<file path="src/design/mdll_pkg.sv">
package mdll_pkg;

	// ---------------------------------------------------------------------
	// datapath widths
	// ---------------------------------------------------------------------

	// din word, integer plus fractional bits
	localparam int N_DAC_TF = 14;
	// fractional bits seen by the accumulator
	localparam int N_DAC_FRAC = 10;
	// output code, one extra bit for the carry
	localparam int N_DAC_DITH = N_DAC_TF - N_DAC_FRAC + 1;
	// dither magnitude field
	localparam int N_PRBS_MAG = $clog2(N_DAC_FRAC);
	// settle counter width
	localparam int N_SETTLE = 16;
	// reset sync flops, also the reset hold length
	localparam int RST_SYNC_DEPTH = 2;

	// ---------------------------------------------------------------------
	// axi4-lite and register map
	// ---------------------------------------------------------------------

	localparam int AXI_AW = 4;
	localparam int AXI_DW = 32;
	localparam int AXI_SW = AXI_DW / 8;
	localparam logic [1:0] AXI_RESP_OKAY = 2'b00;

	localparam logic [AXI_AW-1:0] REG_CTRL   = 4'h0;
	localparam logic [AXI_AW-1:0] REG_DIN    = 4'h4;
	localparam logic [AXI_AW-1:0] REG_SETTLE = 4'h8;
	// read only
	localparam logic [AXI_AW-1:0] REG_STATUS = 4'hc;

	// field positions in REG_CTRL
	localparam int CTRL_EN_BIT   = 0;
	localparam int CTRL_DITH_BIT = 1;
	localparam int CTRL_MAG_LSB  = 4;

	// enable sequencing states
	typedef enum logic [1:0] {
		ST_IDLE     = 2'd0,
		ST_RST_HOLD = 2'd1,
		ST_SETTLE   = 2'd2,
		ST_RUN      = 2'd3
	} sdm_state_e;

	// register contents as seen by the datapath
	typedef struct packed {
		logic                  en;
		logic                  dith_en;
		logic [N_PRBS_MAG-1:0] prbs_mag;
		logic [N_DAC_TF-1:0]   din;
		logic [N_SETTLE-1:0]   settle_cycles;
	} sdm_cfg_t;

	// master to slave
	typedef struct packed {
		logic [AXI_AW-1:0] awaddr;
		logic              awvalid;
		logic [AXI_DW-1:0] wdata;
		logic [AXI_SW-1:0] wstrb;
		logic              wvalid;
		logic              bready;
		logic [AXI_AW-1:0] araddr;
		logic              arvalid;
		logic              rready;
	} axil_req_t;

	// slave to master
	typedef struct packed {
		logic              awready;
		logic              wready;
		logic [1:0]        bresp;
		logic              bvalid;
		logic              arready;
		logic [AXI_DW-1:0] rdata;
		logic [1:0]        rresp;
		logic              rvalid;
	} axil_rsp_t;

endpackage

</file>
<file path="src/design/mdll_dac_regs.sv">
`timescale 1ns/1ps

module mdll_dac_regs (
	input  logic                 clk,
	input  logic                 arst_n,
	input  mdll_pkg::axil_req_t  axil_req,
	input  mdll_pkg::sdm_state_e state,
	output mdll_pkg::axil_rsp_t  axil_rsp,
	output mdll_pkg::sdm_cfg_t   cfg
);
	import mdll_pkg::*;

	// write side
	logic              aw_held;
	logic              w_held;
	logic [AXI_AW-1:0] aw_addr_q;
	logic [AXI_DW-1:0] w_data_q;
	logic [AXI_SW-1:0] w_strb_q;
	logic              bvalid_q;
	logic              awready;
	logic              wready;
	logic              aw_hs;
	logic              w_hs;
	logic              wr_fire;
	logic [AXI_AW-1:0] wr_addr;
	logic [AXI_DW-1:0] wr_data;
	logic [AXI_SW-1:0] wr_strb;
	// read side
	logic              rvalid_q;
	logic [AXI_DW-1:0] rdata_q;
	logic              arready;
	logic              ar_hs;
	logic [AXI_DW-1:0] rd_word;

	// ---------------------------------------------------------------------
	// write channel
	// ---------------------------------------------------------------------

	// one beat of each kind may wait, nothing new while a response is pending
	assign awready = !bvalid_q && !aw_held;
	assign wready  = !bvalid_q && !w_held;
	assign aw_hs   = axil_req.awvalid && awready;
	assign w_hs    = axil_req.wvalid && wready;
	// address and data both present, held or live
	assign wr_fire = (aw_held || aw_hs) && (w_held || w_hs);
	assign wr_addr = aw_held ? aw_addr_q : axil_req.awaddr;
	assign wr_data = w_held ? w_data_q : axil_req.wdata;
	assign wr_strb = w_held ? w_strb_q : axil_req.wstrb;

	always_ff @(posedge clk or negedge arst_n) begin
		if (!arst_n) begin
			aw_held  <= 1'b0;
			w_held   <= 1'b0;
			bvalid_q <= 1'b0;
		end else begin
			aw_held <= (aw_held || aw_hs) && !wr_fire;
			w_held  <= (w_held || w_hs) && !wr_fire;
			if (wr_fire)
				bvalid_q <= 1'b1;
			else if (axil_req.bready)
				bvalid_q <= 1'b0;
		end
	end

	// beat capture
	always_ff @(posedge clk) begin
		if (aw_hs)
			aw_addr_q <= axil_req.awaddr;
		if (w_hs) begin
			w_data_q <= axil_req.wdata;
			w_strb_q <= axil_req.wstrb;
		end
	end

	// register file, byte strobes per bit
	always_ff @(posedge clk or negedge arst_n) begin
		if (!arst_n) begin
			cfg <= '0;
		end else if (wr_fire) begin
			case (wr_addr)
				REG_CTRL: begin
					if (wr_strb[0]) begin
						cfg.en       <= wr_data[CTRL_EN_BIT];
						cfg.dith_en  <= wr_data[CTRL_DITH_BIT];
						cfg.prbs_mag <= wr_data[CTRL_MAG_LSB +: N_PRBS_MAG];
					end
				end
				REG_DIN: begin
					for (int i = 0; i < N_DAC_TF; i++)
						if (wr_strb[i/8])
							cfg.din[i] <= wr_data[i];
				end
				REG_SETTLE: begin
					for (int i = 0; i < N_SETTLE; i++)
						if (wr_strb[i/8])
							cfg.settle_cycles[i] <= wr_data[i];
				end
				// status and unmapped, dropped
				default: ;
			endcase
		end
	end

	// ---------------------------------------------------------------------
	// read channel
	// ---------------------------------------------------------------------

	assign arready = !rvalid_q;
	assign ar_hs   = axil_req.arvalid && arready;

	always_comb begin
		rd_word = '0;
		case (axil_req.araddr)
			REG_CTRL: begin
				rd_word[CTRL_EN_BIT]                 = cfg.en;
				rd_word[CTRL_DITH_BIT]               = cfg.dith_en;
				rd_word[CTRL_MAG_LSB +: N_PRBS_MAG]  = cfg.prbs_mag;
			end
			REG_DIN:    rd_word[N_DAC_TF-1:0] = cfg.din;
			REG_SETTLE: rd_word[N_SETTLE-1:0] = cfg.settle_cycles;
			// live fsm state
			REG_STATUS: rd_word[1:0] = state;
			default: ;
		endcase
	end

	always_ff @(posedge clk or negedge arst_n) begin
		if (!arst_n)
			rvalid_q <= 1'b0;
		else if (ar_hs)
			rvalid_q <= 1'b1;
		else if (axil_req.rready)
			rvalid_q <= 1'b0;
	end

	always_ff @(posedge clk) begin
		if (ar_hs)
			rdata_q <= rd_word;
	end

	always_comb begin
		axil_rsp.awready = awready;
		axil_rsp.wready  = wready;
		axil_rsp.bresp   = AXI_RESP_OKAY;
		axil_rsp.bvalid  = bvalid_q;
		axil_rsp.arready = arready;
		axil_rsp.rdata   = rdata_q;
		axil_rsp.rresp   = AXI_RESP_OKAY;
		axil_rsp.rvalid  = rvalid_q;
	end

	// responses wait for the master
	a_bvalid_hold: assert property (@(posedge clk) disable iff (!arst_n)
		axil_rsp.bvalid && !axil_req.bready |=> axil_rsp.bvalid);
	a_rvalid_hold: assert property (@(posedge clk) disable iff (!arst_n)
		axil_rsp.rvalid && !axil_req.rready |=> axil_rsp.rvalid && $stable(axil_rsp.rdata));

endmodule

</file>
<file path="src/design/mdll_dac_sdm.sv">
`timescale 1ns/1ps

module mdll_dac_sdm #(
	parameter int N_DAC_TF       = mdll_pkg::N_DAC_TF,
	parameter int N_DAC_FRAC     = mdll_pkg::N_DAC_FRAC,
	parameter int RST_SYNC_DEPTH = mdll_pkg::RST_SYNC_DEPTH
) (
	input  logic                            clk,
	input  logic                            arst_n,
	input  logic                            sdm_run,
	input  logic                            dith_en,
	input  logic [mdll_pkg::N_PRBS_MAG-1:0] prbs_mag,
	input  logic [N_DAC_TF-1:0]             din,
	output logic [N_DAC_TF-N_DAC_FRAC:0]    dout_sdm
);

	logic [RST_SYNC_DEPTH-1:0]  rst_sync_q;
	logic                       rstn_sync;
	logic                       rstn_mod;
	logic signed [N_DAC_TF-1:0] dith_prbs;
	logic signed [N_DAC_TF-1:0] dither;

	// ---------------------------------------------------------------------
	// local reset
	// ---------------------------------------------------------------------

	// async assert, release after RST_SYNC_DEPTH clocks
	always_ff @(posedge clk or negedge arst_n) begin
		if (!arst_n)
			rst_sync_q <= '0;
		else
			rst_sync_q <= (rst_sync_q << 1) | RST_SYNC_DEPTH'(1);
	end

	assign rstn_sync = rst_sync_q[RST_SYNC_DEPTH-1];
	// sdm_run is a flop in this domain, so its rise is already synchronous
	assign rstn_mod = rstn_sync & sdm_run;

	// ---------------------------------------------------------------------
	// dither and modulator
	// ---------------------------------------------------------------------

	// restarts from its seed on every run
	mdll_prbs19 #(
		.N_DI(N_DAC_TF)
	) u_prbs (
		.clk     (clk),
		.arst_n  (rstn_mod),
		.prbs_mag(prbs_mag),
		.dith_out(dith_prbs)
	);

	assign dither = dith_en ? dith_prbs : '0;

	mdll_sdm1_multibit #(
		.N_DI  (N_DAC_TF),
		.N_FRAC(N_DAC_FRAC)
	) u_mash1 (
		.clk   (clk),
		.arst_n(rstn_mod),
		.din   (din),
		.dither(dither),
		.dout  (dout_sdm)
	);

	// fsm never lets the modulator run before the sync chain has released
	a_run_after_sync: assert property (@(posedge clk) disable iff (!arst_n)
		sdm_run |-> rstn_sync);

endmodule

</file>
<file path="src/design/mdll_dac_top.sv">
`timescale 1ns/1ps

module mdll_dac_top #(
	parameter int N_DAC_TF       = mdll_pkg::N_DAC_TF,
	parameter int N_DAC_FRAC     = mdll_pkg::N_DAC_FRAC,
	parameter int N_SETTLE       = mdll_pkg::N_SETTLE,
	parameter int RST_SYNC_DEPTH = mdll_pkg::RST_SYNC_DEPTH
) (
	input  logic                         clk,
	input  logic                         arst_n,
	input  mdll_pkg::axil_req_t          axil_req,
	output mdll_pkg::axil_rsp_t          axil_rsp,
	output logic [N_DAC_TF-N_DAC_FRAC:0] dout_sdm
);
	import mdll_pkg::*;

	sdm_cfg_t   cfg;
	sdm_state_e state;
	logic       timer_load;
	logic       timer_done;
	logic       sdm_run;

	// register port
	mdll_dac_regs u_regs (
		.clk     (clk),
		.arst_n  (arst_n),
		.axil_req(axil_req),
		.state   (state),
		.axil_rsp(axil_rsp),
		.cfg     (cfg)
	);

	// hold length tracks the reset sync depth
	mdll_sdm_ctrl_fsm #(
		.RST_HOLD(RST_SYNC_DEPTH)
	) u_fsm (
		.clk       (clk),
		.arst_n    (arst_n),
		.en        (cfg.en),
		.timer_done(timer_done),
		.timer_load(timer_load),
		.sdm_run   (sdm_run),
		.state     (state)
	);

	mdll_settle_timer #(
		.N_CNT(N_SETTLE)
	) u_timer (
		.clk   (clk),
		.arst_n(arst_n),
		.load  (timer_load),
		.cycles(cfg.settle_cycles),
		.done  (timer_done)
	);

	mdll_dac_sdm #(
		.N_DAC_TF      (N_DAC_TF),
		.N_DAC_FRAC    (N_DAC_FRAC),
		.RST_SYNC_DEPTH(RST_SYNC_DEPTH)
	) u_sdm (
		.clk     (clk),
		.arst_n  (arst_n),
		.sdm_run (sdm_run),
		.dith_en (cfg.dith_en),
		.prbs_mag(cfg.prbs_mag),
		.din     (cfg.din),
		.dout_sdm(dout_sdm)
	);

endmodule

</file>
<file path="src/design/mdll_prbs19.sv">
`timescale 1ns/1ps

module mdll_prbs19 #(
	parameter int N_DI = mdll_pkg::N_DAC_TF
) (
	input  logic                            clk,
	input  logic                            arst_n,
	input  logic [mdll_pkg::N_PRBS_MAG-1:0] prbs_mag,
	output logic signed [N_DI-1:0]          dith_out
);

	localparam logic [18:0] SEED = 19'h5a5a3;
	// usable random bits
	localparam int N_TAKE = (N_DI < 19) ? N_DI : 19;

	logic [18:0]            lfsr;
	logic                   feedback;
	logic [N_DI-1:0]        raw;
	logic signed [N_DI-1:0] raw_shl;
	int                     mag;
	int                     shamt;

	// x^19 + x^18 + x^17 + x^14 + 1
	assign feedback = lfsr[18] ^ lfsr[17] ^ lfsr[16] ^ lfsr[13];

	always_ff @(posedge clk or negedge arst_n) begin
		if (!arst_n)
			lfsr <= SEED;
		else
			lfsr <= {lfsr[17:0], feedback};
	end

	// keep mag low bits, sign extend from bit mag-1
	always_comb begin
		mag      = (int'(prbs_mag) > N_TAKE) ? N_TAKE : int'(prbs_mag);
		shamt    = N_DI - mag;
		raw      = N_DI'(lfsr);
		raw_shl  = $signed(raw << shamt);
		if (mag == 0)
			dith_out = '0;
		else
			dith_out = raw_shl >>> shamt;
	end

	// lock-up state never entered
	a_lfsr_alive: assert property (@(posedge clk) disable iff (!arst_n)
		lfsr != '0);

endmodule

</file>
<file path="src/design/mdll_sdm1_multibit.sv">
`timescale 1ns/1ps

module mdll_sdm1_multibit #(
	parameter int N_DI   = mdll_pkg::N_DAC_TF,
	parameter int N_FRAC = mdll_pkg::N_DAC_FRAC
) (
	input  logic                   clk,
	input  logic                   arst_n,
	input  logic [N_DI-1:0]        din,
	input  logic signed [N_DI-1:0] dither,
	output logic [N_DI-N_FRAC:0]   dout
);

	localparam int N_DO  = N_DI - N_FRAC + 1;
	// room for frac + acc + negative dither
	localparam int N_SUM = N_DI + 2;

	logic [N_FRAC-1:0]       acc;
	logic [N_DO-1:0]         din_int;
	logic signed [N_SUM-1:0] sum;
	logic signed [N_SUM-1:0] carry;
	logic [N_DO-1:0]         dout_next;

	// ---------------------------------------------------------------------
	// first order error feedback
	// ---------------------------------------------------------------------

	// integer part, top bit left free for the carry
	assign din_int = {1'b0, din[N_DI-1:N_FRAC]};

	assign sum = $signed(N_SUM'(acc)) + $signed(N_SUM'(din[N_FRAC-1:0])) + N_SUM'(dither);

	// overflow out of the accumulator, negative on a borrow
	assign carry = sum >>> N_FRAC;

	assign dout_next = din_int + carry[N_DO-1:0];

	// residue stays in acc
	always_ff @(posedge clk or negedge arst_n) begin
		if (!arst_n) begin
			acc  <= '0;
			dout <= '0;
		end else begin
			acc  <= sum[N_FRAC-1:0];
			dout <= dout_next;
		end
	end

	// without dither the code only toggles between I and I+1
	a_no_dither_range: assert property (@(posedge clk) disable iff (!arst_n)
		dither == '0 |=> (dout == $past(din_int)) || (dout == $past(din_int) + 1));

endmodule

</file>
<file path="src/design/mdll_sdm_ctrl_fsm.sv">
`timescale 1ns/1ps

module mdll_sdm_ctrl_fsm #(
	parameter int RST_HOLD = mdll_pkg::RST_SYNC_DEPTH
) (
	input  logic                 clk,
	input  logic                 arst_n,
	input  logic                 en,
	input  logic                 timer_done,
	output logic                 timer_load,
	output logic                 sdm_run,
	output mdll_pkg::sdm_state_e state
);
	import mdll_pkg::*;

	localparam int N_HOLD = ($clog2(RST_HOLD) > 0) ? $clog2(RST_HOLD) : 1;
	localparam logic [N_HOLD-1:0] HOLD_LAST = N_HOLD'(RST_HOLD - 1);

	sdm_state_e        state_next;
	logic [N_HOLD-1:0] hold_cnt;

	// ---------------------------------------------------------------------
	// next state
	// ---------------------------------------------------------------------

	always_comb begin
		state_next = state;
		timer_load = 1'b0;
		// en low wins from any state
		if (!en) begin
			state_next = ST_IDLE;
		end else begin
			case (state)
				ST_IDLE: state_next = ST_RST_HOLD;
				ST_RST_HOLD: begin
					// last hold cycle, arm the settle timer
					if (hold_cnt == HOLD_LAST) begin
						state_next = ST_SETTLE;
						timer_load = 1'b1;
					end
				end
				ST_SETTLE: begin
					if (timer_done)
						state_next = ST_RUN;
				end
				ST_RUN: state_next = ST_RUN;
				default: state_next = ST_IDLE;
			endcase
		end
	end

	// ---------------------------------------------------------------------
	// state, hold count, run flag
	// ---------------------------------------------------------------------

	always_ff @(posedge clk or negedge arst_n) begin
		if (!arst_n) begin
			state    <= ST_IDLE;
			hold_cnt <= '0;
			sdm_run  <= 1'b0;
		end else begin
			state <= state_next;
			// counts only inside the hold state
			if (state == ST_RST_HOLD)
				hold_cnt <= hold_cnt + 1'b1;
			else
				hold_cnt <= '0;
			// registered so the modulator reset sees a clean edge
			sdm_run <= (state_next == ST_RUN);
		end
	end

	// reset hold lasts exactly RST_HOLD cycles
	a_hold_length: assert property (@(posedge clk) disable iff (!arst_n)
		$rose(state == ST_SETTLE) |->
		$past(state == ST_RST_HOLD, RST_HOLD) && $past(state != ST_RST_HOLD, RST_HOLD + 1));

endmodule

</file>
<file path="src/design/mdll_settle_timer.sv">
`timescale 1ns/1ps

module mdll_settle_timer #(
	parameter int N_CNT = mdll_pkg::N_SETTLE
) (
	input  logic             clk,
	input  logic             arst_n,
	input  logic             load,
	input  logic [N_CNT-1:0] cycles,
	output logic             done
);

	logic [N_CNT-1:0] cnt;

	// down count, parks at zero
	always_ff @(posedge clk or negedge arst_n) begin
		if (!arst_n) begin
			cnt <= '0;
		end else if (load) begin
			// zero still settles for one cycle
			cnt <= (cycles == '0) ? N_CNT'(1) : cycles;
		end else if (cnt != '0) begin
			cnt <= cnt - 1'b1;
		end
	end

	// last loaded cycle
	assign done = (cnt == N_CNT'(1));

	a_done_pulse: assert property (@(posedge clk) disable iff (!arst_n)
		done |=> !done);

endmodule

</file>
<file path="config.mk">
export PLATFORM = sky130hd
export DESIGN_NAME = mdll_dac_top
export DESIGN_NICKNAME = d
export VERILOG_FILES = /design/src/design/mdll_pkg.sv /design/src/design/mdll_dac_regs.sv /design/src/design/mdll_dac_sdm.sv /design/src/design/mdll_dac_top.sv /design/src/design/mdll_prbs19.sv /design/src/design/mdll_sdm1_multibit.sv /design/src/design/mdll_sdm_ctrl_fsm.sv /design/src/design/mdll_settle_timer.sv
export SDC_FILE = /design/constraint.sdc
export NUM_CORES = 1
export LEC_CHECK = 0
export BUFFER_PORTS_ARGS = -buffer_cell sky130_fd_sc_hd__clkbuf_2
export CAP_MARGIN = 20
export CORE_ASPECT_RATIO = 1.25
export CORE_UTILIZATION = 54
export DETAILED_ROUTE_END_ITERATION = 6
export GPL_TIMING_DRIVEN = 0
export PLACE_DENSITY = 0.77
export RECOVER_POWER = 50
export SLEW_MARGIN = 30
export SYNTH_ARGS = -nofsm -noshare
export SYNTH_HDL_FRONTEND = slang
export SYNTH_HIERARCHICAL = 1
export SYNTH_SLANG_ARGS = --single-unit
</file>
<file path="constraint.sdc">
create_clock -name clk -period 1.3 [get_ports clk]
set_input_delay 0.195 -clock clk [delete_from_list [all_inputs] [get_ports clk]]
set_output_delay 0.195 -clock clk [all_outputs]
set_load 0.02 [all_outputs]
</file>
==> impl_results.md <==
* Outcome: complete, but fails checks
* Failing checks: DRC, setup timing
* Period utilization at 412.6%
* Slowest cell on crit path: fa_2
* Final setup skew at 0.01378 ns
* Max Cap Violations at 0
* Crit-path max FO at 6
* Total GRT Usage at 33.68%
* Slew Limit Headroom at roughly 41%
* Worst slew pin tran at 0.8809 ns
* CP Class: reg2reg
* Final Util at about four fifths
* Min-delay worst type: in2reg
* Unrepaired setup endpoints after global routing: yes
* Routability cong. at 1.001
* Root buffer cell: clkbuf_16
* Largest stage delay on the critical path at ~0.42 ns
* YS warnings at 6
* Setup TNS at -74.94 ns
* Clock sink count at approximately 130
* Clock latency on the worst-skew pair at 0.44 ns
* Max-slew violations at 0
* Starting DRT DRC Count at 985
* # H-tree levels at 4
* Synth Instances at 832
* Fin. Hold Viols at 0
* Fillers at 849
* Dpl cells at 1121
* Cell taking the most area after synthesis: dfrtp_1
* Detailed Place HPWL at 16.63 mm
* Synthesis-stage register bit count at around 130
* Most common flop cell mapped by yosys: dfrtp_1
* Routed length per instance at about 23 um
* CTS Buf Count at 17
* CP arrival at 5.67 ns
* P_leak at about 5.2 nW
* Async SR Flop Fraction at approximately 72%
* Std cell rows at 51
* Vias in the first global route at 7806
* Vias per inst at 6.449
* Register area share after synthesis at ~41%
* # port buffers at 56
* Cell area after synthesis at 8588 um^2
* Area post-placement at 9759 um^2
* N_diodes at 0
* First-pass GRT wire length at 41.69 mm
* Worst r2r src: u_regs/cfg[32]$_DFFE_PN0P_
* Post-route insts no fill at 1301
* Crit path from: u_regs/cfg[32]$_DFFE_PN0P_
* Count leader, synth: dfrtp_1
* Nets at 1158
* Vias at ~8400
* Setup crit end kind: flop
* Ports at 97
* Post-route ant nets at 0
* Cell area after layout at 12600 um^2
* Worst IR Drop VDD at 0.001296 V
* DRC at 20
* Worst slack, placed at -4.549 ns
* Clock tree buffer depth at 2
* Grt total ovfl at 0
* Synth top area cells: dfrtp_1 25%, edfxtp_1 13%, mux2_2 7.1%
* Die X-Extent at 114.8 um
* Min-delay src: axil_req[48]
* Largest net degree at the start of global routing at 37
* Commonest cells in the netlist: 86 x dfrtp_1, 73 x nor2_1, 54 x mux2_2
* FMAX at 0.1864 GHz
* Clock Pin Slew Worst Setup and Hold Paths at ~0.060 ns
* Area grow syn2layout at 46.75%
* Final setup viols at 95
* Worst setup margin at -4.064 ns
* Antenna violations before repair at 0
* Share of the synthesized area in the top cell type at 25.06%
* DR pass1 iterations at 7
* Worst Path Required at ~1.6 ns
* Fraction of layout cells with a size suffix above 1 at 48.30%
* Pwr Density at 2388 nW/um^2
* Initial Util at between 50% and 60%
* CTS tree: yes
* Worst Hold Slack at 0.1142 ns
* Worst setup SP type: flop
* Minimum clock period after layout at about 5.4 ns
* Number of flops mapped to enable cells by yosys at 38
* Synth cell types at 98
* Die height at 143.0 um
* Full die area at around 16000 um^2
* Total power at 30.09 mW
* Syn avg cell area at 10.32 um^2
* Routed WL at 29.64 mm
* Core area at between 15000 and 20000 um^2
==> critical path, delay by kind of cell, from the launching register on <==
family	cells	cell delay, ns
flops	1	0.40
fa+ha+maj	5	1.33
compound gates	11	2.00
simple gates	5	0.63
xor+xnor	2	0.30
buf+inv	6	0.59
==> registers in the layout (all words and copies together), names as in the netlist <==
register and flops:
u_fsm/hold_cnt 1, u_regs/cfg 36, u_regs/rvalid_q 1, u_timer/cnt 16, u_regs/aw_held 1, u_regs/w_strb_q 2, u_sdm/rst_sync_q 2, u_sdm/u_mash1/dout 5
u_fsm/sdm_run 1, u_regs/bvalid_q 1, u_sdm/u_mash1/acc 10, u_regs/rdata_q 16, u_regs/w_data_q 16, u_sdm/u_prbs/lfsr 19, u_regs/aw_addr_q 4, u_fsm/state 2
u_regs/w_held 1
==> repair_timing <==
item | CTS | global route
pin swaps | 64 | 62
resized for setup | 135 | 97
setup endpoints to repair | 115 | 102
hold buffers | 23 | 0
hold endpoints to repair | 48 | 0
gates cloned | 1 | 0
setup buffers | 79 | 56
==> layout by cell type, fill, tap and decap left out, drive strengths merged, types with 6 or more instances in the layout <==
cell / n
nor3b: 6
clkbuf: 84
inv: 32
nand2: 53
mux2i: 9
a31oi: 14
nand4: 7
nor2: 78
nor4: 10
dlygate4sd3: 23
nor3: 23
a211oi: 13
buf: 182
dfrtp: 86
a22oi: 12
nand2b: 8
xor2: 9
o211ai: 14
clkinv: 8
o22ai: 11
xnor2: 20
o21ai: 35
o31ai: 8
and2: 21
a21o: 11
nand3: 12
o32ai: 9
nor2b: 8
mux2: 55
a21oi: 30
ha: 28
dfstp: 10
and3: 9
edfxtp: 38
conb: 21
==> power by group <==
| group | internal (mW) | leakage, nW | switching [mW] | total [mW] |
|---|---|---|---|---|
| Sequential | 5.62 | 1.57 | 1.43 | 7.05 |
| Clock | 2.57 | 0.271 | 2.01 | 4.58 |
| Combinational | 8.63 | 3.41 | 9.83 | 18.5 |
==> routing by layer <==
metal / vias up / track usage (%) / routed length [um]
li1: 3568 / - / -
met1: 4067 / 39.46 / 10810
met3: 193 / 5.857 / 2221
met2: 562 / 59.07 / 14810
met4: 0 / 17.09 / 1807
met5: - / 0 / 0
==> logic make-up after synthesis <==
logic type      after synthesis  share of synthesized area [%]
compound gates              214                          18.94
xor+xnor                     29                          2.958
fa+ha+maj                    31                          4.779
buf+inv                      93                          6.148
flops                       134                          41.40
mux                          67                          9.047
other cells                   2                        0.08745
simple gates                262                          16.64
==> worst paths after layout <==
check	to	slack [ns]	cells past startpoint
setup reg to reg	u_sdm/u_mash1/dout[4]$_DFF_PN0_	-4.06	29
hold / removal	u_regs/aw_addr_q[3]$_DFFE_PP_	0.11	1
max in group asynchronous	u_sdm/u_prbs/lfsr[7]$_DFF_PN1_	0.07	2
min in group asynchronous	u_sdm/u_mash1/dout[1]$_DFF_PN0_	0.37	1
setup / recovery	u_sdm/u_mash1/dout[4]$_DFF_PN0_	-4.06	29
hold reg to reg	u_sdm/rst_sync_q[1]$_DFF_PN0_	0.36	0
==> final cells by class <==
cell class | instances | area (um^2) | area share, %
multi-input combinational | 624 | 5862 | 46.51
timing repair buffer | 212 | 1752 | 13.90
tap | 212 | 265.3 | 2.105
sequential | 134 | 3576 | 28.37
inverter | 29 | 113.9 | 0.9034
clock buffer | 19 | 454.2 | 3.604
buffer | 58 | 481.7 | 3.822
clock inverter | 13 | 98.84 | 0.7843
Power figures use the tool's default switching activity.
